--- config.mk ---
export PLATFORM = sky130hd
export DESIGN_NAME = reg_file
export DESIGN_NICKNAME = d
export VERILOG_FILES = /design/src/rtl/core_pkg.sv /design/src/rtl/reg_file.sv
export SDC_FILE = /design/constraint.sdc
export NUM_CORES = 2
export LEC_CHECK = 0
export BUFFER_PORTS_ARGS = -buffer_cell sky130_fd_sc_hd__buf_2
export CAP_MARGIN = 20
export CORE_MARGIN = 8
export CORE_UTILIZATION = 45
export CTS_CLUSTER_SIZE = 40
export DETAILED_ROUTE_END_ITERATION = 7
export HOLD_SLACK_MARGIN = 0.12
export SYNTH_ARGS = -nofsm -noshare
export SYNTH_HDL_FRONTEND = slang
export SYNTH_SLANG_ARGS = --single-unit
--- constraint.sdc ---
create_clock -name clk -period 11 [get_ports clk]
set_clock_uncertainty 0.2 [all_clocks]
set_input_delay 1.65 -clock clk [delete_from_list [all_inputs] [get_ports clk]]
set_output_delay 1.65 -clock clk [all_outputs]
set_load 0.05 [all_outputs]
--- src/rtl/core_pkg.sv ---
package core_pkg;

    localparam int XLEN   = 64;  // data and pc width
    localparam int REG_AW = 5;   // 32 architectural registers

    // major opcodes, instr[6:0]
    typedef enum logic [6:0] {
        OPC_OP     = 7'b0110011,
        OPC_OP_IMM = 7'b0010011,
        OPC_LUI    = 7'b0110111,
        OPC_AUIPC  = 7'b0010111,
        OPC_JAL    = 7'b1101111,
        OPC_JALR   = 7'b1100111,
        OPC_BRANCH = 7'b1100011
    } opcode_e;

    typedef enum logic [3:0] {
        ALU_ADD,
        ALU_SUB,
        ALU_SLL,
        ALU_SLT,
        ALU_SLTU,
        ALU_XOR,
        ALU_SRL,
        ALU_SRA,
        ALU_OR,
        ALU_AND,
        ALU_PASS_B
    } alu_op_e;

    typedef enum logic [1:0] {
        SEL_A_RS1,
        SEL_A_PC,
        SEL_A_ZERO
    } sel_a_e;

    typedef enum logic [1:0] {
        SEL_B_RS2,
        SEL_B_IMM,
        SEL_B_FOUR
    } sel_b_e;

    typedef enum logic [3:0] {
        BR_NONE,
        BR_EQ,
        BR_NE,
        BR_LT,
        BR_GE,
        BR_LTU,
        BR_GEU,
        BR_JAL,
        BR_JALR
    } br_type_e;

endpackage

--- src/rtl/reg_file.sv ---
`timescale 1ns/10ps

module reg_file import core_pkg::*; (
    input  logic              clk,
    input  logic [REG_AW-1:0] rs1addr_i,
    input  logic [REG_AW-1:0] rs2addr_i,
    output logic [XLEN-1:0]   rs1data_o,
    output logic [XLEN-1:0]   rs2data_o,
    input  logic              we_i,
    input  logic [REG_AW-1:0] waddr_i,
    input  logic [XLEN-1:0]   wdata_i
);

    logic [XLEN-1:0] regs [2**REG_AW];

    always_ff @(posedge clk) begin
        if (we_i && waddr_i != '0) begin
            regs[waddr_i] <= wdata_i;
        end
    end

    always_comb begin
        if (rs1addr_i == '0) begin
            rs1data_o = '0;
        end else if (we_i && waddr_i == rs1addr_i) begin
            rs1data_o = wdata_i;  // bypass
        end else begin
            rs1data_o = regs[rs1addr_i];
        end
    end

    always_comb begin
        if (rs2addr_i == '0) begin
            rs2data_o = '0;
        end else if (we_i && waddr_i == rs2addr_i) begin
            rs2data_o = wdata_i;  // bypass
        end else begin
            rs2data_o = regs[rs2addr_i];
        end
    end

endmodule

# Yosys cells after proc, flatten, opt, wreduce, memory -nomap -nowiden
# Memories as Yosys holds them, arrays and structs flattened.
# Index checks and enable logic that the tools add are counted.
[totals] mem_bits_rw=2048 memories=1 input_bits=81 output_inout_bits=128 word_cells=15 ff_bits=0
[op_classes] n_reduce_logical=6 eq_ne=2 n_mux=6
[memory_table] memory="regs" depth=32 width=64 rd=2 rd_ports_with_merged_regs=0 wr=1 line_no="reg_file.sv:14" source="logic [XLEN-1:0] regs [2**REG_AW];"
[ops] operator="two-way mux 64 bit" n=4
[ops] operator="== test 5 bit" n=2
[ops] operator="logical NOT 5 bit" n=2
[ops] operator="nonzero test 5 bit" n=1
[ops] operator="logical AND 1 bit" n=3
[ops] operator="two-way mux 1 bit" n=2

# Longest topological paths before layout
[depth] ltp_word=4 mapped_depth=10 mapped_depth_nobuf=5

# Worst setup path after synthesis
# Ideal clock, no wire load.
[synth_path] path_type="input to output" start="in rs1addr_i[0]" end="out rs1data_o[59]" t_required_ps=9150 path_slack_ps=5068 n_path_buf=5 path_stages=10 arrival_time_ps=4082 path_cell_list="buf_4 -> buf_6 -> buf_6 -> buf_6 -> buf_4 -> mux2i_1 -> o22ai_1 -> a211o_1 -> a21oi_1 -> o31ai_1"
[synth_between] elab_chain_cells=4
[synth_rtl] element="from (decl)" line_no="reg_file.sv:5" source="input logic [REG_AW-1:0] rs1addr_i,"
[synth_rtl] element="parallel branches: the longest is 3 deep, another holds memory read (32 x 64 bit)"
[synth_rtl] element="two-way mux 64 bit (*)" line_no="reg_file.sv:23" source="if (rs1addr_i == '0) begin"
[synth_rtl] element="to (decl)" line_no="reg_file.sv:7" source="output logic [XLEN-1:0] rs1data_o,"
# Every way passes the cells marked *.

# Worst setup path in the final report
[layout_path] start="in rs1addr_i[2]" end="out rs1data_o[34]"
# The elaborated chain is that of the path after synthesis.

==> flow_summary.toml <==
[pwr]
ir_drop_mv = 0.181
total_power_mw = 17.7
p_int_mw = 13.4
swShare_pct = 24.7
p_per_area_nw_per_um2 = 167
pwr-share-seq_pct = 49.4
switchingPower_mw = 4.37
p_clk_share_pct = 40.3
p_leak_nw = 33.9
p_comb_share_pct = 10.3

[global_route]
grt_overflow = 0
grt_pass1_vias = 57187
grt_max_degree = 123
antenna_found_initial = 23
grt_pass1_wl_mm = 461
track_usage_pct = 29.0

[min_path]
whs_endpoint = "regs[4][48]"
worstHoldPathCells = 1
worstHoldStart = "wdata_i[48]"
hold_class = "input pin to flop"

[synth]
synth_top_flop_cell = "edfxtp_1"
synthDistinctLibCells = 67
avgSynthCellArea_um2 = 19.4
synth_most_common_cell = "edfxtp_1"
synth_edf_count = 2048
postSynthCellCount = 4900
synthMuxAreaShare_pct = 24.4
synth_compound_area_share_pct = 6.72
yosys-top-cells-area = "edfxtp_1, mux4_2, mux2i_1, a22oi_1, o22ai_1"
synth-simple-area-share_pct = 1.60
yosysWarnings = 0
synth_top_family_by_area = "multiplexers"
synthArstFlopShare_pct = 0
synth_area_um2 = 95000
synth-seq-area-share_pct = 64.8
synth_seq_cells = 2048
yosys.area.top_type = "edfxtp_1"
netlist.area_leader.share_pct = 64.8
synthAdderAreaFrac_pct = 0
synthTopCellsByCount = "edfxtp_1, mux4_2, mux2i_1, clkbuf_1, a22oi_1"
yosys.area_share.xor_xnor_pct = 0.0922

[route]
wirelength_mm = 336
dr.pass1.iters = 6
drc_errors = 0
ant_nets = 0
wire_per_inst_um = 41.3
dr.first_iter.drc_count = 8729
vias = 57922
via_per_inst = 7.12

[floorplanning]
die_height_um = 475
core-area_um2 = 210000
die-area_um2 = 226000
io_pins = 209
start_util_pct = 45.3
fp-row-count = 168
fp.dieW_um = 475

[cts]
cts_resized = 0
cts_tree = "done"
cts_hold_buf = 0
clkTransAtPathRegs_ps = 60
htree_levels = 4
root_buffer = "clkbuf_16"
clk_path_buf_depth = 3
cts_buffers = 214
clock-sinks = 2048
cts_setup_buffers = 0

[sta]
slew_headroom_pct = 13.0
slew_violations = 0
final_hold_viol_count = 0
finalSetupTns_ps = 0
setup_viol = 0
fin_crit_sh_pct = 67.5
holdWs_ps = 1110
worstMarginPinSlew_ps = 1300
period_needed_ps = 7420
fmax_mhz = 135
finalWorstSetupSlack_ps = 3580
rsz0062_at_grt = "false"

[placement]
dp_slack_ps = 3650
dp_hpwl_mm = 185
dpl_cell_area_um2 = 99300
port_buffers = 208
place_congestion = 0.823
dp.cells = 7723

[finish]
largest_reg_flops = 2048
drive_gt1_share_pct = 31.0
top_regs = "regs x2048"
layout-area-overhead-vs-synth_pct = 11.8
final_util_pct = 50.7
nNetsFinal = 5216
fin_cells = 8130
regMostFlops = "regs"
fin_area_um2 = 106000

[worst_setup_path]
endpoint_kind = "primary output"
start_kind = "input pin"
critPathKind = "input pin to primary output"
critPathMaxFanout = 38
cp.required_ps = 9150
worstPathArrival_ps = 5570

[flow_run]
cap_violations = 0

[outcome]
status = "complete, no violations"
-- cell type report --
| class | count | area [um^2] |
|---|---|---|
| inverters | 4 | 16.3 |
| fillers | 16840 | 103000 |
| well taps | 2805 | 3510 |
| multi-input cells | 2498 | 31800 |
| clock inverters | 122 | 1140 |
| repair buffers | 369 | 2500 |
| diodes | 14 | 35.0 |
| flip-flops and latches | 2048 | 61500 |
| clock buffers | 270 | 5650 |
-- how the worst max path moves through the flow --
stage                 start             to  depth (start not counted)
2_1_floorplan  rs1addr_i[0]  rs1data_o[59]                         10
3_3_place_gp   rs2addr_i[0]  rs2data_o[25]                          8
3_5_place_dp   rs2addr_i[0]  rs2data_o[25]                          8
4_1_cts        rs2addr_i[1]  rs2data_o[40]                          9
5_1_grt        rs2addr_i[0]  rs2data_o[25]                          8
6_report       rs1addr_i[2]  rs1data_o[34]                          9
-- logic make-up (layout without fill, tap and decap cells) --
kind of cell    after synthesis  after routing
flops                      2048           2048
mux                        1258           1258
compound gates              852            852
buf+inv                     417            765
simple gates                314            314
xor+xnor                     10             10
other cells                   1             78
-- layout by cell type, fill, tap and decap left out, types with 88 or more instances in the layout --
| master | n |
|---|---|
| nand2_1 | 88 |
| o22ai_1 | 129 |
| buf_4 | 149 |
| buf_2 | 199 |
| clkbuf_16 | 218 |
| o21ai_0 | 93 |
| a211oi_1 | 89 |
| mux4_2 | 846 |
| a22oi_1 | 131 |
| edfxtp_1 | 2048 |
| mux2i_1 | 383 |
-- power by group through the flow --
stage / Combinational (mW) / Clock (mW) / Sequential [mW]
2_1_floorplan: 1.16 / 0 / 8.90
3_3_place_gp: 1.82 / 0 / 8.91
3_5_place_dp: 1.82 / 0 / 8.91
4_1_cts: 1.82 / 7.21 / 8.75
5_1_grt: 1.90 / 7.51 / 8.76
6_report: 1.83 / 7.13 / 8.75
-- metal layers --
metal / wire length [um] / vias to the layer above / track usage (%)
met5: 0 / - / 0
li1: - / 21902 / -
met1: 129000 / 31374 / 40.1
met3: 35000 / 740 / 5.98
met4: 15000 / 0 / 11.5
met2: 157000 / 3906 / 45.6
-- worst max-delay path: stages --
cell and delay, ps:
buf_6 290, buf_4 470, or3b_4 820, buf_4 920, o221ai_1 210, a211oi_1 310
a21oi_1 100, a22o_1 310, buf_2 260
Power figures use the tool's default switching activity.
