**config.mk**
```make
export PLATFORM = sky130hd
export DESIGN_NAME = inst_decode
export DESIGN_NICKNAME = d
export VERILOG_FILES = /design/src/rtl/core_pkg.sv /design/src/rtl/inst_decode.sv
export SDC_FILE = /design/constraint.sdc
export NUM_CORES = 1
export LEC_CHECK = 0
export ABC_AREA = 1
export BUFFER_PORTS_ARGS = -buffer_cell sky130_fd_sc_hd__buf_2
export CORE_MARGIN = 4
export CORE_UTILIZATION = 36
export DETAILED_ROUTE_END_ITERATION = 10
export PLACE_DENSITY = 0.84
export SYNTH_ARGS = -nofsm -noshare
export SYNTH_HDL_FRONTEND = slang
export SYNTH_SLANG_ARGS = --single-unit
```
**constraint.sdc**
```tcl
create_clock -name vclk -period 0.9
set_input_delay 0.045 -clock vclk [all_inputs]
set_output_delay 0.045 -clock vclk [all_outputs]
set_load 0.02 [all_outputs]
```
**src/rtl/core_pkg.sv**
```systemverilog
package core_pkg;

    localparam int XLEN   = 64;  // data and pc width
    localparam int REG_AW = 5;   // 32 architectural registers

    // major opcodes, instr[6:0]
    typedef enum logic [6:0] {
        OPC_OP     = 7'b0110011,
        OPC_OP_IMM = 7'b0010011,
        OPC_LUI    = 7'b0110111,
        OPC_AUIPC  = 7'b0010111,
        OPC_JAL    = 7'b1101111,
        OPC_JALR   = 7'b1100111,
        OPC_BRANCH = 7'b1100011
    } opcode_e;

    typedef enum logic [3:0] {
        ALU_ADD,
        ALU_SUB,
        ALU_SLL,
        ALU_SLT,
        ALU_SLTU,
        ALU_XOR,
        ALU_SRL,
        ALU_SRA,
        ALU_OR,
        ALU_AND,
        ALU_PASS_B
    } alu_op_e;

    typedef enum logic [1:0] {
        SEL_A_RS1,
        SEL_A_PC,
        SEL_A_ZERO
    } sel_a_e;

    typedef enum logic [1:0] {
        SEL_B_RS2,
        SEL_B_IMM,
        SEL_B_FOUR
    } sel_b_e;

    typedef enum logic [3:0] {
        BR_NONE,
        BR_EQ,
        BR_NE,
        BR_LT,
        BR_GE,
        BR_LTU,
        BR_GEU,
        BR_JAL,
        BR_JALR
    } br_type_e;

endpackage

```
**src/rtl/inst_decode.sv**
```systemverilog
`timescale 1ns/10ps

module inst_decode import core_pkg::*; (
    input  logic [31:0]       instr_i,
    output logic              valid_o,
    output alu_op_e           alu_op_o,
    output sel_a_e            sel_a_o,
    output sel_b_e            sel_b_o,
    output br_type_e          br_type_o,
    output logic              write_rd_o,
    output logic [XLEN-1:0]   imm_o,
    output logic [REG_AW-1:0] rs1addr_o,
    output logic [REG_AW-1:0] rs2addr_o,
    output logic [REG_AW-1:0] rwaddr_o
);

    opcode_e         opcode;
    logic [2:0]      funct3;
    logic [6:0]      funct7;
    logic [XLEN-1:0] imm_i;
    logic [XLEN-1:0] imm_u;
    logic [XLEN-1:0] imm_j;
    logic [XLEN-1:0] imm_b;

    // funct3 to alu op, alt selects sub/sra
    function automatic alu_op_e arith_op(input logic [2:0] f3, input logic alt);
        alu_op_e op;
        case (f3)
            3'd0:    op = alt ? ALU_SUB : ALU_ADD;
            3'd1:    op = ALU_SLL;
            3'd2:    op = ALU_SLT;
            3'd3:    op = ALU_SLTU;
            3'd4:    op = ALU_XOR;
            3'd5:    op = alt ? ALU_SRA : ALU_SRL;
            3'd6:    op = ALU_OR;
            default: op = ALU_AND;
        endcase
        return op;
    endfunction

    assign opcode    = opcode_e'(instr_i[6:0]);
    assign funct3    = instr_i[14:12];
    assign funct7    = instr_i[31:25];
    assign rwaddr_o  = instr_i[11:7];
    assign rs1addr_o = instr_i[19:15];
    assign rs2addr_o = instr_i[24:20];

    assign imm_i = {{52{instr_i[31]}}, instr_i[31:20]};
    assign imm_u = {{32{instr_i[31]}}, instr_i[31:12], 12'b0};
    assign imm_j = {{44{instr_i[31]}}, instr_i[19:12], instr_i[20], instr_i[30:21], 1'b0};
    assign imm_b = {{52{instr_i[31]}}, instr_i[7], instr_i[30:25], instr_i[11:8], 1'b0};

    always_comb begin
        valid_o    = 1'b1;
        alu_op_o   = ALU_ADD;
        sel_a_o    = SEL_A_RS1;
        sel_b_o    = SEL_B_RS2;
        br_type_o  = BR_NONE;
        write_rd_o = 1'b0;
        imm_o      = imm_i;
        case (opcode)
            OPC_OP: begin
                alu_op_o   = arith_op(funct3, instr_i[30]);
                write_rd_o = 1'b1;
                valid_o    = (funct7 == 7'h00) ||
                             (funct7 == 7'h20 && (funct3 == 3'd0 || funct3 == 3'd5));
            end
            OPC_OP_IMM: begin
                alu_op_o   = arith_op(funct3, funct3 == 3'd5 && instr_i[30]);
                sel_b_o    = SEL_B_IMM;
                write_rd_o = 1'b1;
                if (funct3 == 3'd1) begin
                    valid_o = (instr_i[31:26] == 6'h00);
                end else if (funct3 == 3'd5) begin
                    valid_o = (instr_i[31:26] == 6'h00) || (instr_i[31:26] == 6'h10);
                end
            end
            OPC_LUI: begin
                alu_op_o   = ALU_PASS_B;
                sel_a_o    = SEL_A_ZERO;
                sel_b_o    = SEL_B_IMM;
                write_rd_o = 1'b1;
                imm_o      = imm_u;
            end
            OPC_AUIPC: begin
                sel_a_o    = SEL_A_PC;
                sel_b_o    = SEL_B_IMM;
                write_rd_o = 1'b1;
                imm_o      = imm_u;
            end
            OPC_JAL: begin
                sel_a_o    = SEL_A_PC;
                sel_b_o    = SEL_B_FOUR;  // link value pc+4
                br_type_o  = BR_JAL;
                write_rd_o = 1'b1;
                imm_o      = imm_j;
            end
            OPC_JALR: begin
                sel_a_o    = SEL_A_PC;
                sel_b_o    = SEL_B_FOUR;
                br_type_o  = BR_JALR;
                write_rd_o = 1'b1;
                valid_o    = (funct3 == 3'd0);
            end
            OPC_BRANCH: begin
                imm_o = imm_b;
                case (funct3)
                    3'd0:    br_type_o = BR_EQ;
                    3'd1:    br_type_o = BR_NE;
                    3'd4:    br_type_o = BR_LT;
                    3'd5:    br_type_o = BR_GE;
                    3'd6:    br_type_o = BR_LTU;
                    3'd7:    br_type_o = BR_GEU;
                    default: valid_o   = 1'b0;
                endcase
            end
            default: valid_o = 1'b0;  // unsupported opcode
        endcase
    end

endmodule

```
# ---- Yosys cells after proc, flatten, opt, wreduce, memory -nomap -nowiden
# Cells that the tools add are included.
dict set report totals {
  reg_bits 0
  output_inout_bits 93
  word_cells 48
  in_bits 32
}
dict set report classes {
  n_mux 17
  n_eq_ne 16
  reduce_logical 15
}
# op count
set ops {}
lappend ops {{31-bit case mux with 3 select lines} 1}
lappend ops {{4-bit case mux with 7 select lines} 2}
lappend ops {{4-bit case mux with 3 select lines} 2}
lappend ops {{7-bit by 6-bit == test with 1-bit output, second input constant} 3}
lappend ops {{7-bit == test, second input constant} 3}
lappend ops {{3-bit case mux with 6 select lines} 1}
lappend ops {{7-bit by 5-bit == test with 1-bit output, second input constant} 2}
lappend ops {{3-bit == test, second input constant} 4}
lappend ops {{6-bit OR reduction} 2}
lappend ops {{3-bit OR reduction} 3}
lappend ops {{1-bit two-way mux} 8}
lappend ops {{2-bit case mux with 2 select lines} 2}
lappend ops {{7-bit logical NOT} 1}
lappend ops {{3-bit by 2-bit == test with 1-bit output, second input constant} 2}
lappend ops {{6-bit by 5-bit == test with 1-bit output, second input constant} 1}
lappend ops {{6-bit logical NOT} 1}
lappend ops {{1-bit case mux with 5 select lines} 1}
lappend ops {{2-bit OR reduction} 2}
lappend ops {{3-bit by 1-bit == test with 1-bit output, second input constant} 1}
lappend ops {{3-bit logical NOT} 1}
lappend ops {{1-bit logical OR} 3}
lappend ops {{1-bit logical AND} 2}

# ---- Depth between registers and ports, before layout
dict set report logic_depth {
  depth_word 5
  mapped_depth 9
  ltp_nobuf 8
}

# ---- Worst setup path after synthesis
# No wires, ideal clock.
dict set report synth_path {
  path_kind {input port to output port}
  start {input port instr_i[1]}
  end {output port alu_op_o[3]}
  path_stages 6
  required_ps 855
  setup_slack_ps -155
  n_path_buf 0
  arrival_time_ps 1010
  cell_sequence {nand2_2 nor2_4 inv_1 nor2_2 a21oi_1 nor2_1}
}
dict set report synth_between {
  elab_chain_cells 2
  word_cells_on_any_way 4
}
# item line
set synth_lines {}
lappend synth_lines {{start, declared} inst_decode.sv:4} ;# input logic [31:0] instr_i,
lappend synth_lines {{7-bit by 6-bit == test with 1-bit output / 7-bit by 5-bit == test with 1-bit output (equally long branches)} inst_decode.sv:61} ;# case (opcode)
lappend synth_lines {{4-bit case mux with 3 select lines (*)} inst_decode.sv:61}
lappend synth_lines {{end, declared} inst_decode.sv:6} ;# output alu_op_e alu_op_o,
# Every way passes the cells marked *; elsewhere a longest branch is shown, timed or not.

# ---- Final worst setup path
dict set report layout_path {
  start {input port instr_i[3]}
  end {output port imm_o[3]}
}
dict set report layout_between {
  elab_chain_cells 3
  word_cells_on_any_way 6
}
# item line
set layout_lines {}
lappend layout_lines {{7-bit by 5-bit == test with 1-bit output / 7-bit by 6-bit == test with 1-bit output (equally long branches)} inst_decode.sv:61}
lappend layout_lines {{2-bit OR reduction (no line)} -}
lappend layout_lines {{31-bit case mux with 3 select lines (*)} inst_decode.sv:61}
lappend layout_lines {{end, declared} inst_decode.sv:11} ;# output logic [XLEN-1:0] imm_o,
# Marked as above.

==> impl_metrics.py <==
metrics = {
    "setup_path": {
        "critPathTopFamily": "simple AND/OR/NAND/NOR gates",
        "worst_ep_required_time_ns": 0.85,
        "worst-path-buf-inv": 4,
        "path_common_cell": "nor2_4",
        "cp-start-kind": "primary input",
        "path_cells": "buf_8 > inv_8 > nand2_4 > nor2_4 > nand2_2 > inv_4 > nor2_4 > nand2_1 > nand3_2 > buf_6",
        "crit_slowest_cell": "nor2_4",
        "path_max_fanout": 7,
        "cp_slowest_stage_delay_ns": 0.17,
        "worstSetupEndpointType": "output port",
        "critPathKind": "primary input to output port",
        "arrival_ns": 1.04,
    },
    "finish": {
        "stdcell_count": 359,
        "n_clock_buffer": 0,
        "synthToLayoutAreaGrowth_pct": 105,
        "final_cell_mix": "buf_2, buf_6, buf_4",
        "nFlopsAndLatches": 0,
        "seqCellArea_um2": 0,
        "final_common_cell": "buf_2",
        "layout-drive-gt1-share_pct": 76.2,
        "fin_util_pct": 76.4,
        "nets": 349,
        "diodes": 0,
        "fillers": 232,
    },
    "outcome": {
        "status": "complete, but fails checks",
        "failed_checks": "negative setup slack",
    },
    "sta": {
        "tightestPinTransition_ns": 0.259,
        "rsz0062_at_grt": "yes",
        "fin_ws_ns": -0.180,
        "fmax_mhz": 926,
        "fin_crit_sh_pct": 120,
        "setup-violations-final": 41,
        "slew_violations": 0,
        "fin_setup_tns_ns": -4.84,
        "finalCriticalPeriod_ns": 1.08,
        "timing_hold_violations_final": 0,
        "relSlewSlack_pct": 82.6,
    },
    "synthesis": {
        "avgSynthCellArea_um2": 5.45,
        "synth_cells": 207,
        "netlist_area_um2": 1130,
        "netlist-cell-type-count": 24,
        "synth-seq-area-share_pct": 0,
        "synth_fp_nets": 239,
        "yosysWarnings": 0,
    },
    "grt": {
        "grt_use_total_pct": 19.5,
        "grtUsageMet1_pct": 19.6,
        "antenna_found_initial": 0,
        "grt_use_met3_pct": 2.81,
        "first_global_vias": 1519,
        "overflow": 0,
        "busiest_layer": "met2",
        "grt_pass1_wl_mm": 6.66,
        "met2_usage_pct": 40.9,
        "grt_max_degree": 24,
    },
    "floorplanning": {
        "ioPinCount": 125,
        "fp.dieW_um": 64.0,
        "dieArea_um2": 4090,
        "rows": 20,
        "die-height_um": 64.0,
        "core-area_um2": 3030,
        "start_util_pct": 37.2,
    },
    "drt": {
        "drt_iter0_markers": 56,
        "drc": 0,
        "antenna_left": 0,
        "routed_wl_mm": 5.01,
        "wl_per_cell_um": 13.9,
        "via_per_inst": 4.74,
        "num_vias": 1703,
        "dr.pass1.iters": 4,
    },
    "worst_hold_path": {
        "hold_class": "primary input to output port",
        "hold_start": "instr_i[9]",
        "min_delay_path_depth": 2,
        "hold_end": "rwaddr_o[2]",
    },
    "placement": {
        "io_buffers": 125,
        "placed_cells": 350,
        "gp_congestion": 0.872,
        "dp_hpwl_mm": 3.40,
    },
    "power_and_ir_drop": {
        "switchingPower_mw": 0.666,
        "p_int_mw": 0.465,
        "seqPwrFrac_pct": 0,
        "p_comb_share_pct": 100.0,
        "power_switching_share_pct": 58.9,
        "ir_drop_mv": 0.281,
        "leakagePower_nw": 1.32,
        "powerDensity_nw_per_um2": 489,
        "clkPwrFrac_pct": 0,
    },
    "job": {
        "drv_cap": 0,
    },
    "clocking": {
        "cts_hold_buf": 0,
    },
}
[through the flow]
stage | area (um^2) | setup WS, ns | hold slack (ns) | power, mW
2_1_floorplan | 1160 | -0.150 | 0.203 | 0.623
3_3_place_gp | 1660 | -0.309 | 0.322 | 0.860
3_5_place_dp | 1660 | -0.329 | 0.324 | 0.869
4_1_cts | 2090 | -0.145 | 0.326 | 1.04
5_1_grt | 2310 | -0.222 | 0.340 | 1.19
6_report | 2310 | -0.180 | 0.333 | 1.13
[Yosys cell counts (2+ instances only)]
library cell  count  share of area (%)
buf_6             2                2.0
buf_2             2               0.89
buf_4            48                 32
o211ai_1          2                1.3
nand3_1          23                 10
nand2_1          52                 17
nor2_4            4                4.0
nand2_4           2                2.0
nand2_2           4                2.2
a21oi_1           3                1.3
o21ai_1           2               0.89
o21ai_0          10                4.4
inv_2             2               0.67
nor2_1           21                7.0
inv_1            21                7.0
[cells by family after synthesis]
family | after synthesis | synth area share, %
buffers and inverters | 76 | 43.3
AO/OA/AOI/OAI | 21 | 10.7
AND/OR/NAND/NOR | 110 | 46.1
[power by group through the flow]
stage	clock network (mW)	registers, mW	logic (mW)
after global placement	0	0	0.860
final	0	0	1.13
after CTS	0	0	1.04
after floorplan	0	0	0.623
after global routing	0	0	1.19
after detailed placement	0	0	0.869
[metal layers]
metal | vias to the layer above | share of wire (%)
met5 | - | 0
met4 | 0 | 2.3
met3 | 10 | 8.5
met2 | 94 | 58
met1 | 776 | 32
li1 | 823 | -
[what timing repair did]
item,CTS,global route
setup endpoints to repair,43,45
setup buffers,4,5
gates resized for setup,122,52
pin swaps,30,17
[worst max path at each step]
| stage | depth (start not counted) | to | from | slack (ns) |
|---|---|---|---|---|
| CTS | 10 | imm_o[4] | instr_i[3] | -0.15 |
| detailed placement | 10 | imm_o[4] | instr_i[3] | -0.33 |
| global route | 10 | alu_op_o[3] | instr_i[3] | -0.22 |
| finish | 10 | imm_o[3] | instr_i[3] | -0.18 |
| global placement | 10 | imm_o[4] | instr_i[3] | -0.31 |
| floorplan | 4 | br_type_o[2] | instr_i[1] | -0.15 |
[layout make-up]
class | instances | area [um^2] | share of cell area [%]
well taps | 44 | 55.1 | 2.38
repair buffers | 160 | 1200 | 52.0
inverters | 24 | 118 | 5.09
multi-input cells | 131 | 937 | 40.5
Power figures use the tool's default switching activity.
