==> src/rtl/core_pkg.sv <==
package core_pkg;

    localparam int XLEN   = 64;  // data and pc width
    localparam int REG_AW = 5;   // 32 architectural registers

    // major opcodes, instr[6:0]
    typedef enum logic [6:0] {
        OPC_OP     = 7'b0110011,
        OPC_OP_IMM = 7'b0010011,
        OPC_LUI    = 7'b0110111,
        OPC_AUIPC  = 7'b0010111,
        OPC_JAL    = 7'b1101111,
        OPC_JALR   = 7'b1100111,
        OPC_BRANCH = 7'b1100011
    } opcode_e;

    typedef enum logic [3:0] {
        ALU_ADD,
        ALU_SUB,
        ALU_SLL,
        ALU_SLT,
        ALU_SLTU,
        ALU_XOR,
        ALU_SRL,
        ALU_SRA,
        ALU_OR,
        ALU_AND,
        ALU_PASS_B
    } alu_op_e;

    typedef enum logic [1:0] {
        SEL_A_RS1,
        SEL_A_PC,
        SEL_A_ZERO
    } sel_a_e;

    typedef enum logic [1:0] {
        SEL_B_RS2,
        SEL_B_IMM,
        SEL_B_FOUR
    } sel_b_e;

    typedef enum logic [3:0] {
        BR_NONE,
        BR_EQ,
        BR_NE,
        BR_LT,
        BR_GE,
        BR_LTU,
        BR_GEU,
        BR_JAL,
        BR_JALR
    } br_type_e;

endpackage

==> src/rtl/id_ex_reg.sv <==
`timescale 1ns/10ps

module id_ex_reg import core_pkg::*; (
    input  logic              clk,
    input  logic              rst_i,
    input  logic              bubble_i,
    input  logic              flush_i,
    input  logic              valid_in_i,  // fetch side valid
    input  logic              legal_i,     // decoder valid
    input  logic [XLEN-1:0]   pc_i,
    input  alu_op_e           alu_op_i,
    input  sel_a_e            sel_a_i,
    input  sel_b_e            sel_b_i,
    input  br_type_e          br_type_i,
    input  logic              write_rd_i,
    input  logic [XLEN-1:0]   imm_i,
    input  logic [REG_AW-1:0] rs1addr_i,
    input  logic [REG_AW-1:0] rs2addr_i,
    input  logic [REG_AW-1:0] rwaddr_i,
    output logic              valid_o,
    output logic [XLEN-1:0]   pc_o,
    output alu_op_e           alu_op_o,
    output sel_a_e            sel_a_o,
    output sel_b_e            sel_b_o,
    output br_type_e          br_type_o,
    output logic              write_rd_o,
    output logic [XLEN-1:0]   imm_o,
    output logic [REG_AW-1:0] rs1addr_o,
    output logic [REG_AW-1:0] rs2addr_o,
    output logic [REG_AW-1:0] rwaddr_o
);

    // clear beats hold, hold beats load
    always_ff @(posedge clk) begin
        if (rst_i || flush_i) begin
            valid_o    <= 1'b0;
            pc_o       <= '0;
            alu_op_o   <= ALU_ADD;
            sel_a_o    <= SEL_A_RS1;
            sel_b_o    <= SEL_B_RS2;
            br_type_o  <= BR_NONE;
            write_rd_o <= 1'b0;
            imm_o      <= '0;
            rs1addr_o  <= '0;
            rs2addr_o  <= '0;
            rwaddr_o   <= '0;
        end else if (!bubble_i) begin
            valid_o    <= valid_in_i && legal_i;
            pc_o       <= pc_i;
            alu_op_o   <= alu_op_i;
            sel_a_o    <= sel_a_i;
            sel_b_o    <= sel_b_i;
            br_type_o  <= br_type_i;
            write_rd_o <= write_rd_i;
            imm_o      <= imm_i;
            rs1addr_o  <= rs1addr_i;
            rs2addr_o  <= rs2addr_i;
            rwaddr_o   <= rwaddr_i;
        end
    end

endmodule

==> config.mk <==
export PLATFORM = sky130hd
export DESIGN_NAME = id_ex_reg
export DESIGN_NICKNAME = d
export VERILOG_FILES = /design/src/rtl/core_pkg.sv /design/src/rtl/id_ex_reg.sv
export SDC_FILE = /design/constraint.sdc
export NUM_CORES = 1
export LEC_CHECK = 0
export BUFFER_PORTS_ARGS = -buffer_cell sky130_fd_sc_hd__buf_2
export CORE_MARGIN = 3
export CORE_UTILIZATION = 40
export CTS_BUF_LIST = sky130_fd_sc_hd__clkbuf_16
export DETAILED_ROUTE_END_ITERATION = 8
export GPL_TIMING_DRIVEN = 0
export HOLD_SLACK_MARGIN = 0.03
export PLACE_DENSITY = 0.76
export SLEW_MARGIN = 20
export SYNTH_ARGS = -nofsm -noshare
export SYNTH_HDL_FRONTEND = slang
export SYNTH_SLANG_ARGS = --single-unit
==> constraint.sdc <==
create_clock -name clk -period 0.9 [get_ports clk]
set_input_delay 0.09 -clock clk [delete_from_list [all_inputs] [get_ports clk]]
set_output_delay 0.09 -clock clk [all_outputs]
set_load 0.01 [all_outputs]
## Word level (Yosys, flattened, before mapping)

Index checks and enable logic that the tools add are counted.

| word-level totals | value |
|---|---|
| flip-flop bits (word level) | 157 |
| output and inout bits | 157 |
| word-level logic and storage cells | 13 |

| operators by class | value |
|---|---|
| reduce and logical (&&, ||, !) cells | 2 |

Operators with widths:

| operator | count |
|---|---|
| logical AND 1 bit | 1 |
| logical OR 1 bit | 1 |

## Logic depth before layout (Yosys ltp)

Gate-level depths: netlist (run 1).

| depth | value |
|---|---|
| word-level depth | 1 |
| gate-level depth with buffers | 5 |
| gate-level depth less buffers | 2 |

## Worst setup path after synthesis (run 1)

Ideal clock, no wire load.

| timing | value |
|---|---|
| path kind | input to register |
| start | input bubble_i |
| end | register alu_op_o[0] |
| data arrival time | 0.756 ns |
| data required time | 0.786 ns |
| path slack | 0.030 ns |
| stages on the path | 5 |
| buffers on the path | 3 |
| cells stage by stage | buf_2 > buf_6 > buf_6 > mux2i_1 > nor2_1 |

RTL lines:

| element | RTL line | RTL |
|---|---|---|
| start, declared | id_ex_reg.sv:6 | `input logic bubble_i,` |
| end signal, assigned | id_ex_reg.sv:50 | `alu_op_o <= alu_op_i;` |
| end, declared | id_ex_reg.sv:22 | `output alu_op_e alu_op_o,` |

## Worst setup path in the final report (run 1)

| timing | value |
|---|---|
| start | register imm_o[20] |
| end | output imm_o[20] |

RTL lines:

| element | RTL line | RTL |
|---|---|---|
| start, declared | id_ex_reg.sv:27 | `output logic [XLEN-1:0] imm_o,` |
| start signal, assigned | id_ex_reg.sv:55 | `imm_o <= imm_i;` |

No word-level cell between the ends.

==> summary.md, run 1 <==
| Metric | Value |
|---|---|
| Final hold violation count | 0 |
| Arr. time, crit path | 900 ps |
| Worst r2r src | imm_o[30]$_SDFFE_PP0N_ |
| Crit-path slowest cell | dfxtp_2 |
| Crit start category | flip-flop |
| Post-Route WL | ~24000 um |
| Nets@finish | ~1.2k |
| Post-layout worst setup margin | -88.1 ps |
| Via/cell ratio | roughly 4.9 |
| Crit path from | imm_o[20]$_SDFFE_PP0N_ |
| Core Area | about 14000 um^2 |
| Tmin final | 988 ps |
| Final HPWL from detailed placement | roughly 11000 um |
| DR iter-0 viols | ~260 |
| GR Overflow Total | 0 |
| Post-synthesis compound-gate area fraction | 0.0877% |
| CTS tree | built |
| Post-synth ARST share | 0% |
| Synthesis-stage register bit count | 157 |
| Synth Area in Adders | 0% |
| Status | finished, violations left |
| Met2 Use GR | a little over half |
| WP buf/inv | 1 |
| MaxCap Viol Count | 0 |
| Simple-gate share of the synthesized area | 11.1% |
| Grt met1 use | between 20 and 30% |
| Synth-to-layout area growth | 94.5% |
| Num CTS Buffers | 17 |
| Via count | slightly above 6k |
| Max Freq | roughly 1000 MHz |
| Post-Syn Area per Cell | 11.2 um^2 |
| Count leader, synth | dfxtp_1 |
| Netlist cell types | 11 |
| Max H-tree Level | 4 |
| Vias in the first global route | ~6.6k |
| VDD IR max | about 1.2 mV |
| Crit path max fanout | 2 |
| Hold_ws | roughly 210 ps |
| Final Skew | 0 ps |
| Most frequent cells after synthesis | dfxtp_1 (157), mux2i_1 (156), nor2_1 (145) |
| Die Y | about 130 um |
| Clock Path Buffers | 2 |
| Leak | ~5.4 nW |
| Mapped Nets | roughly 670 |
| Area of the mapped netlist | approximately 5700 um^2 |
| Critical Path End Type | output port |
| Starting Density | between 40 and 50% |
| Worst Setup Path Type | reg2out |
| EDFF count, synth | 0 |
| Slew @ Worst Pin | 461 ps |
| GP Congestion | ~0.76 |
| Final setup vio count | ~160 |
| First-pass GRT wire length | between 30000 and 40000 um |
| Largest family of logic cells by synthesized area | multiplexers |
| Sequential share of the synthesized area | ~55% |
| Grt met3 use | 7.43% |
| Tot GR Track Use | 28.3% |
| Fraction of layout cells with a size suffix above 1 | ~56% |
| Die ar. | 15700 um^2 |
| Hold Path Class | in2reg |
| Wire per inst | just under 20 um |
| Max_slew headroom | between 60% and 70% |
| Max-slew violation count | 0 |
| Failing checks | setup timing |
| # rows | between 40 and 50 |
| Synth Flop Type | dfxtp_1 |
| Yosys Warn Count | 0 |
| Routed Antenna Nets | 0 |
| Largest net degree at the start of global routing | 17 |
| Clock slew at reported path FFs | ~60 ps |
| Worst-path cell chain | buf_6 |
| Dominant cells by area after synthesis | dfxtp_1 (55%), mux2i_1 (27%), nor2_1 (9.5%), buf_6 (5.9%), nor2_2 (1.2%) |
| Pwr/cell area | 1510 nW/um^2 |
| Initial antenna violation count | 1 |
| Clock latency on the worst-skew pair | 400 ps |
| CTS Root Cell | clkbuf_16 |
| Synth area leader | dfxtp_1 |
| Clk sinks | around 160 |
| Fin util | 79.6% |
| RSZ-0062 raised after global routing | yes |
| Hold wc startpoint | flush_i |
| Cell family with most CP delay | flip-flops |
| Xor and xnor fraction of the mapped netlist area | 0% |
| Req. time, crit path | between 800 and 900 ps |
| Share of the synthesized area in the top cell type | ~55% |
| Multiplexer share of the synthesized area | 27.4% |
| Die Width | 125 um |
| Grt peak-use layer | met2 |
| Period utilization | 110% |
| R2R setup slack | -20 ps |
| Layout fillers | 700 |
| Post-route DRC | 0 |
| # IOs | roughly 320 |
| CP peak stage delay | approximately 370 ps |
| 1st-pass router iterations | 4 |
| Mapped Cells | 509 |
| IO Port Bufs | 317 |
placed cells by master, fill, tap and decap left out, types with 11 or more instances in the layout:
| cell | instances |
|---|---|
| buf_4 | 38 |
| nor2_1 | 145 |
| dlygate4sd3_1 | 158 |
| dfxtp_2 | 157 |
| buf_6 | 187 |
| nor2_2 | 11 |
| buf_2 | 164 |
| clkbuf_16 | 17 |
| mux2i_1 | 156 |
worst register-to-register path, stage by stage, from the launching register on:
cell and delay (ps):
dfxtp_2 330, buf_4 130, buf_4 130, mux2i_1 160
nor2_1 70
cell families after synthesis:
logic type,after synthesis
compound gates,1
buf+inv,36
flops,157
mux,156
simple gates,159
metrics by stage:
stage	instances	setup TNS, ps	worst slack, ps	total power, mW	cell area [um^2]
finish	1235	-7300	-88.1	16.8	11100
global route	1235	-11970	-116	17.3	11100
floorplan	509	0	30.0	8.40	5710
CTS	1201	-10390	-90.1	16.5	10800
detailed placement	1006	-20660	-184	9.14	7520
global placement	1006	-19510	-174	9.11	7520
where the power goes:
part / switching (mW) / total [mW] / internal [mW] / leakage [nW]
clock: 2.91 / 6.64 / 3.73 / 0.254
combinational: 1.10 / 2.74 / 1.64 / 3.78
sequential: 0.183 / 7.41 / 7.23 / 1.35
path summary, 6_finish.rpt:
kind,cells after the start,to
worst max register to register,4,imm_o[30]$_SDFFE_PP0N_
worst max-delay path,1,imm_o[20]
worst min-delay path,5,rs2addr_o[4]$_SDFFE_PP0N_
worst min register to register,2,alu_op_o[1]$_SDFFE_PP0N_
repair_timing:
action	in CTS	in global routing
gates resized for setup	315	0
endpoints found under the setup margin	157	157
hold buffers	158	0
setup buffers	5	33
endpoints found under the hold margin	157	0
sequential cells by signal (all words and copies together), names as in the netlist:
register    flops
alu_op_o        4
sel_b_o         2
rwaddr_o        5
br_type_o       4
rs1addr_o       5
pc_o           64
sel_a_o         2
valid_o         1
write_rd_o      1
imm_o          64
rs2addr_o       5
per-layer routing:
metal  vias up  share of wire [%]
met3       120                5.7
li1       2750                  -
met5         -                  0
met4         0                6.5
met1      2876                 35
met2       313                 53
layout make-up:
class	count	area [um^2]	area share, %
clock inverter	15	108	0.970
sequential	157	3340	30.1
multi-input combinational	316	2200	19.8
tap	180	225	2.03
antenna	1	2.50	0.0225
timing repair buffer	513	4440	40.0
clock buffer	17	425	3.83
buffer	36	365	3.29
(Power assumes the default switching activity.)
==> run 2, diff against run 1 <==
--- a/config.mk
+++ b/config.mk
@@ -13,6 +13,7 @@
 export GPL_TIMING_DRIVEN = 0
 export HOLD_SLACK_MARGIN = 0.03
 export PLACE_DENSITY = 0.76
+export REMOVE_ABC_BUFFERS = 1
 export SLEW_MARGIN = 20
 export SYNTH_ARGS = -nofsm -noshare
 export SYNTH_HDL_FRONTEND = slang
==> summary.md, run 2 (same netlist as run 1, synthesis figures left out) <==
| Metric | Value |
|---|---|
| IO Port Bufs | ~320 |
| WP buf/inv | 1 |
| Arr. time, crit path | just under 900 ps |
| Period utilization | 108% |
| Leak | approximately 5.3 nW |
| Biggest regs | imm_o (64), pc_o (64) |
| Max H-tree Level | 4 |
| Hold Path Depth | 3 |
| Synth-to-layout area growth | 91.9% |
| DR iter-0 viols | approximately 310 |
| Tmin final | between 900 and 1000 ps |
| Max-slew violation count | 0 |
| Clock slew at reported path FFs | around 60 ps |
| R2R setup slack | -10 ps |
| Initial antenna violation count | 1 |
| Final hold violation count | 0 |
| Req. time, crit path | between 800 and 900 ps |
| Crit-path slowest cell | dfxtp_2 |
| Clk sinks | around 160 |
| CTS Root Cell | clkbuf_16 |
| Die ar. | 15700 um^2 |
| Post-Route WL | roughly 23000 um |
| Crit path max fanout | 2 |
| Die Y | around 130 um |
| Commonest non-fill, non-tap cell in the layout | buf_2 |
| VDD IR max | 1.09 mV |
| Status | finished, violations left |
| Fraction of layout cells with a size suffix above 1 | between 50 and 60% |
| Slew @ Worst Pin | 592 ps |
| Final Skew | 0 ps |
| Post-route DRC | 0 |
| Wire per inst | 18.9 um |
| Hold Path Class | in2reg |
| Core Area | roughly 14000 um^2 |
| Failing checks | setup timing |
| Worst r2r src | imm_o[2]$_SDFFE_PP0N_ |
| Met2 Wirelength | 12300 um |
| Top routing layer used | met4 |
| Num CTS Buffers | 17 |
| Vias in the first global route | ~6.3k |
| Hold EP | pc_o[62]$_SDFFE_PP0N_ |
| R2R depth | 4 |
| Die Width | approximately 130 um |
| Starting Density | about two fifths |
| Routed Antenna Nets | 0 |
| Area after DPL | between 7000 and 8000 um^2 |
| Hold wc startpoint | bubble_i |
| Pwr/cell area | 1570 nW/um^2 |
| Nets@finish | 1177 |
| M1 wire length | 7970 um |
| # rows | 43 |
| Via count | 5954 |
| RSZ-0062 raised after global routing | yes |
| Largest net degree at the start of global routing | 76 |
| Total chip power | around 17 mW |
| Via/cell ratio | a little under 5 |
| Post-layout worst setup margin | -75.7 ps |
| # IOs | roughly 320 |
| Clock Path Buffers | 2 |
| Max Freq | 1020 MHz |
| Most frequent cells in the layout | buf_2 (160), dlygate4sd3_1 (158), dfxtp_2 (157), buf_6 (157), mux2i_1 (154) |
| CTS tree | built |
| Sum of negative setup slack | -6960 ps |
| Worst Setup Path Type | reg2out |
| Critical Path End Type | output port |
| Crit path from | imm_o[36]$_SDFFE_PP0N_ |
| Tot GR Track Use | 27.2% |
| GP Congestion | between 0.7 and 0.8 |
| MaxCap Viol Count | 0 |
| 1st-pass router iterations | 4 |
| Final setup vio count | 158 |
| Clock latency on the worst-skew pair | a little over 400 ps |
| RR Endpoint | imm_o[2]$_SDFFE_PP0N_ |
| Max_slew headroom | between 60% and 70% |
| Final HPWL from detailed placement | around 10000 um |
| CP peak stage delay | around 360 ps |
| Cell family with most CP delay | flip-flops |
| WL met3 | about 1700 um |
| GR Overflow Total | 0 |
| Worst-path cell chain | buf_6 |
| First-pass GRT wire length | around 34000 um |
| Crit start category | flip-flop |
| Post-route cell area | 10900 um^2 |
[run 2: timing repair]
item,CTS,global route
pin swaps,0,1
endpoints found under the hold margin,157,0
cloned,0,1
resized for setup,317,2
setup buffers,13,29
hold buffers,158,0
endpoints found under the setup margin,157,168
[run 2: per-stage QoR]
step	hold slack [ps]	setup slack (ps)	utilization (%)	std cells
floorplan	226	-2180	-	473
global placement	317	-3740	51.4	971
detailed placement	327	-334	52.2	975
CTS	14.6	-81.0	76.9	1177
global route	42.9	-104	78.5	1208
finish	49.7	-75.7	78.6	1209
[run 2: worst max path at each step]
stage,end,depth (start not counted)
floorplan,alu_op_o[0]$_SDFFE_PP0N_,2
global placement,pc_o[60]$_SDFFE_PP0N_,3
detailed placement,pc_o[38]$_SDFFE_PP0N_,4
CTS,imm_o[16],1
global route,pc_o[31],1
finish,imm_o[36],1
[run 2: routing by layer]
metal / track usage [%] / vias up
li1: - / 2711
met5: 0 / -
met2: 51.9 / 320
met1: 27.2 / 2849
met4: 12.0 / 0
met3: 7.86 / 74
[run 2: final cells by class]
cell class | count | area [um^2]
Antenna cell | 2 | 5.00
Clock buffer | 17 | 425
Clock inverter | 14 | 156
Fill cell | 695 | 2990
Multi-Input combinational cell | 317 | 2210
Sequential cell | 157 | 3340
Tap cell | 180 | 225
Timing Repair Buffer | 522 | 4580
[run 2: power breakdown]
group	switching (mW)	total, mW	leakage (nW)	internal [mW]
logic	1.06	2.63	3.66	1.57
clock network	2.86	7.17	0.290	4.31
registers	0.186	7.41	1.35	7.23
total	4.11	17.2	5.30	13.1
==> run 3, diff against run 2 <==
--- a/config.mk
+++ b/config.mk
@@ -13,6 +13,7 @@
 export GPL_TIMING_DRIVEN = 0
 export HOLD_SLACK_MARGIN = 0.03
 export PLACE_DENSITY = 0.76
+export RECOVER_POWER = 25
 export REMOVE_ABC_BUFFERS = 1
 export SLEW_MARGIN = 20
 export SYNTH_ARGS = -nofsm -noshare
==> summary.md, run 3 (same netlist as run 1, synthesis figures left out) <==
| Metric | Value |
|---|---|
| Wire per inst | 18.9 um |
| Tot GR Track Use | between 20 and 30% |
| Status | finished, violations left |
| Crit start category | flip-flop |
| Crit-path slowest cell | dfxtp_2 |
| R2R setup slack | -10 ps |
| MaxCap Viol Count | 0 |
| Commonest non-fill, non-tap cell in the layout | buf_2 |
| Arr. time, crit path | between 800 and 900 ps |
| Leak | approximately 5.3 nW |
| Non-Filler Instances | 1208 |
| Clock latency on the worst-skew pair | 410 ps |
| Tmin final | roughly 980 ps |
| Die Width | between 100 and 150 um |
| 1st-pass router iterations | 5 |
| Fraction of layout cells with a size suffix above 1 | between 50% and 60% |
| Hold Path Class | in2reg |
| Post-Route WL | between 20000 and 25000 um |
| Most frequent cells in the layout | buf_2 (160), dlygate4sd3_1 (158), dfxtp_2 (157), buf_6 (157), mux2i_1 (154) |
| Dpl cells | between 900 and 1k |
| Clock slew at reported path FFs | 60 ps |
| RR Endpoint | imm_o[2]$_SDFFE_PP0N_ |
| First-pass GRT wire length | ~34000 um |
| Final Skew | 0 ps |
| Clk sinks | around 160 |
| DR iter-0 viols | ~310 |
| CTS Root Cell | clkbuf_16 |
| Pwr/cell area | 1580 nW/um^2 |
| Slew @ Worst Pin | 592 ps |
| Crit path from | pc_o[19]$_SDFFE_PP0N_ |
| Vias in the first global route | roughly 6.3k |
| Grt met1 use | 27.2% |
| Core Area | between 10000 and 15000 um^2 |
| Max Freq | slightly above 1000 MHz |
| Max H-tree Level | 4 |
| Synth-to-layout area growth | 91.3% |
| R2R depth | 4 |
| Num CTS Buffers | 17 |
| Grt met3 use | under 10% |
| Post-route DRC | 0 |
| Grt peak-use layer | met2 |
| Final HPWL from detailed placement | around 10000 um |
| Clock Path Buffers | 2 |
| Hold wc startpoint | bubble_i |
| Nets@finish | 1177 |
| Biggest regs | imm_o (64), pc_o (64) |
| Largest net degree at the start of global routing | 76 |
| Routed Antenna Nets | 0 |
| Max_slew headroom | between 60% and 70% |
| # IOs | 319 |
| # rows | 43 |
| Total chip power | ~17 mW |
| Met2 Use GR | 51.9% |
| Die ar. | 15700 um^2 |
| Worst-path cell chain | buf_6 |
| Final setup vio count | about 190 |
| Critical Path End Type | output port |
| Worst Setup Path Type | reg2out |
| Worst r2r src | imm_o[2]$_SDFFE_PP0N_ |
| Starting Density | a little over 40% |
| Sum of negative setup slack | -7550 ps |
| Final hold violation count | 0 |
| Period utilization | 108% |
| Crit path capture | pc_o[19] |
| Via count | 5925 |
| RSZ-0062 raised after global routing | yes |
| IO Port Bufs | ~320 |
| Via/cell ratio | 4.90 |
| Failing checks | setup timing |
| Req. time, crit path | just over 800 ps |
| WP buf/inv | 1 |
| Crit path max fanout | 2 |
| Initial antenna violation count | 1 |
| Max-slew violation count | 0 |
| Post-layout worst setup margin | -75.4 ps |
| GR Overflow Total | 0 |
| Cell family with most CP delay | flip-flops |
| GP Congestion | around 0.74 |
| CTS tree | built |
| Critical path depth in cells | 1 |
| VDD IR max | about 1.1 mV |
| CP peak stage delay | about 360 ps |
| Layout fillers | around 700 |
| Die Y | approximately 130 um |
| Hold Path Depth | 3 |
run 3: cell count changes in the layout (fill, tap and decap cells not counted), sizes merged:
cell / before / now
clkbuf: 17 / 18
buf: 364 / 363
diode: 2 / 1
run 3: how the worst min path moves through the flow:
stage | endpoint | slack, ps
finish | pc_o[62]$_SDFFE_PP0N_ | 130
CTS | imm_o[51]$_SDFFE_PP0N_ | 10
global route | pc_o[62]$_SDFFE_PP0N_ | 120
floorplan | valid_o$_SDFFE_PP0N_ | 230
detailed placement | sel_b_o[1]$_SDFFE_PP0N_ | 330
global placement | imm_o[17]$_SDFFE_PP0N_ | 320
run 3: metrics by stage:
step | area [um^2] | setup slack, ps | hold slack (ps) | util [%]
2_1_floorplan | 5340 | -2180 | 226 | -
3_3_place_gp | 7160 | -3740 | 317 | 51.4
3_5_place_dp | 7270 | -334 | 327 | 52.2
4_1_cts | 10700 | -81.0 | 14.6 | 76.9
5_1_grt | 10900 | -104 | 121 | 78.3
6_report | 10900 | -75.4 | 128 | 78.3
run 3: metal layers:
metal | part of all wire, % | wire (um)
met4 | 3.8 | 866
met5 | 0 | 0
met1 | 35 | 8030
met3 | 7.2 | 1650
met2 | 54 | 12300
run 3: cell type report:
| type | count | area (um^2) | share of cell area, % |
|---|---|---|---|
| Clock buffer | 17 | 425 | 3.90 |
| Tap cell | 180 | 225 | 2.06 |
| Multi-Input combinational cell | 317 | 2210 | 20.3 |
| Clock inverter | 14 | 156 | 1.43 |
| Timing Repair Buffer | 522 | 4550 | 41.7 |
| Sequential cell | 157 | 3340 | 30.6 |
| Antenna cell | 1 | 2.50 | 0.0229 |
run 3: report_power, final:
part / switching [mW] / internal [mW] / leakage (nW) / total, mW
registers: 0.186 / 7.23 / 1.35 / 7.41
logic: 1.06 / 1.56 / 3.65 / 2.62
clock network: 2.86 / 4.31 / 0.290 / 7.17
run 3: what timing repair did:
item,CTS,global route
pin swaps,0,1
endpoints found under the hold margin,157,0
setup endpoints to repair,157,168
gates resized for setup,317,2
hold buffers,158,0
setup buffers,13,29
gates cloned,0,1
run 3: worst min-delay path: stages:
cell	delay [ps]
buf_4	190
mux2i_1	140
nor2_1	70
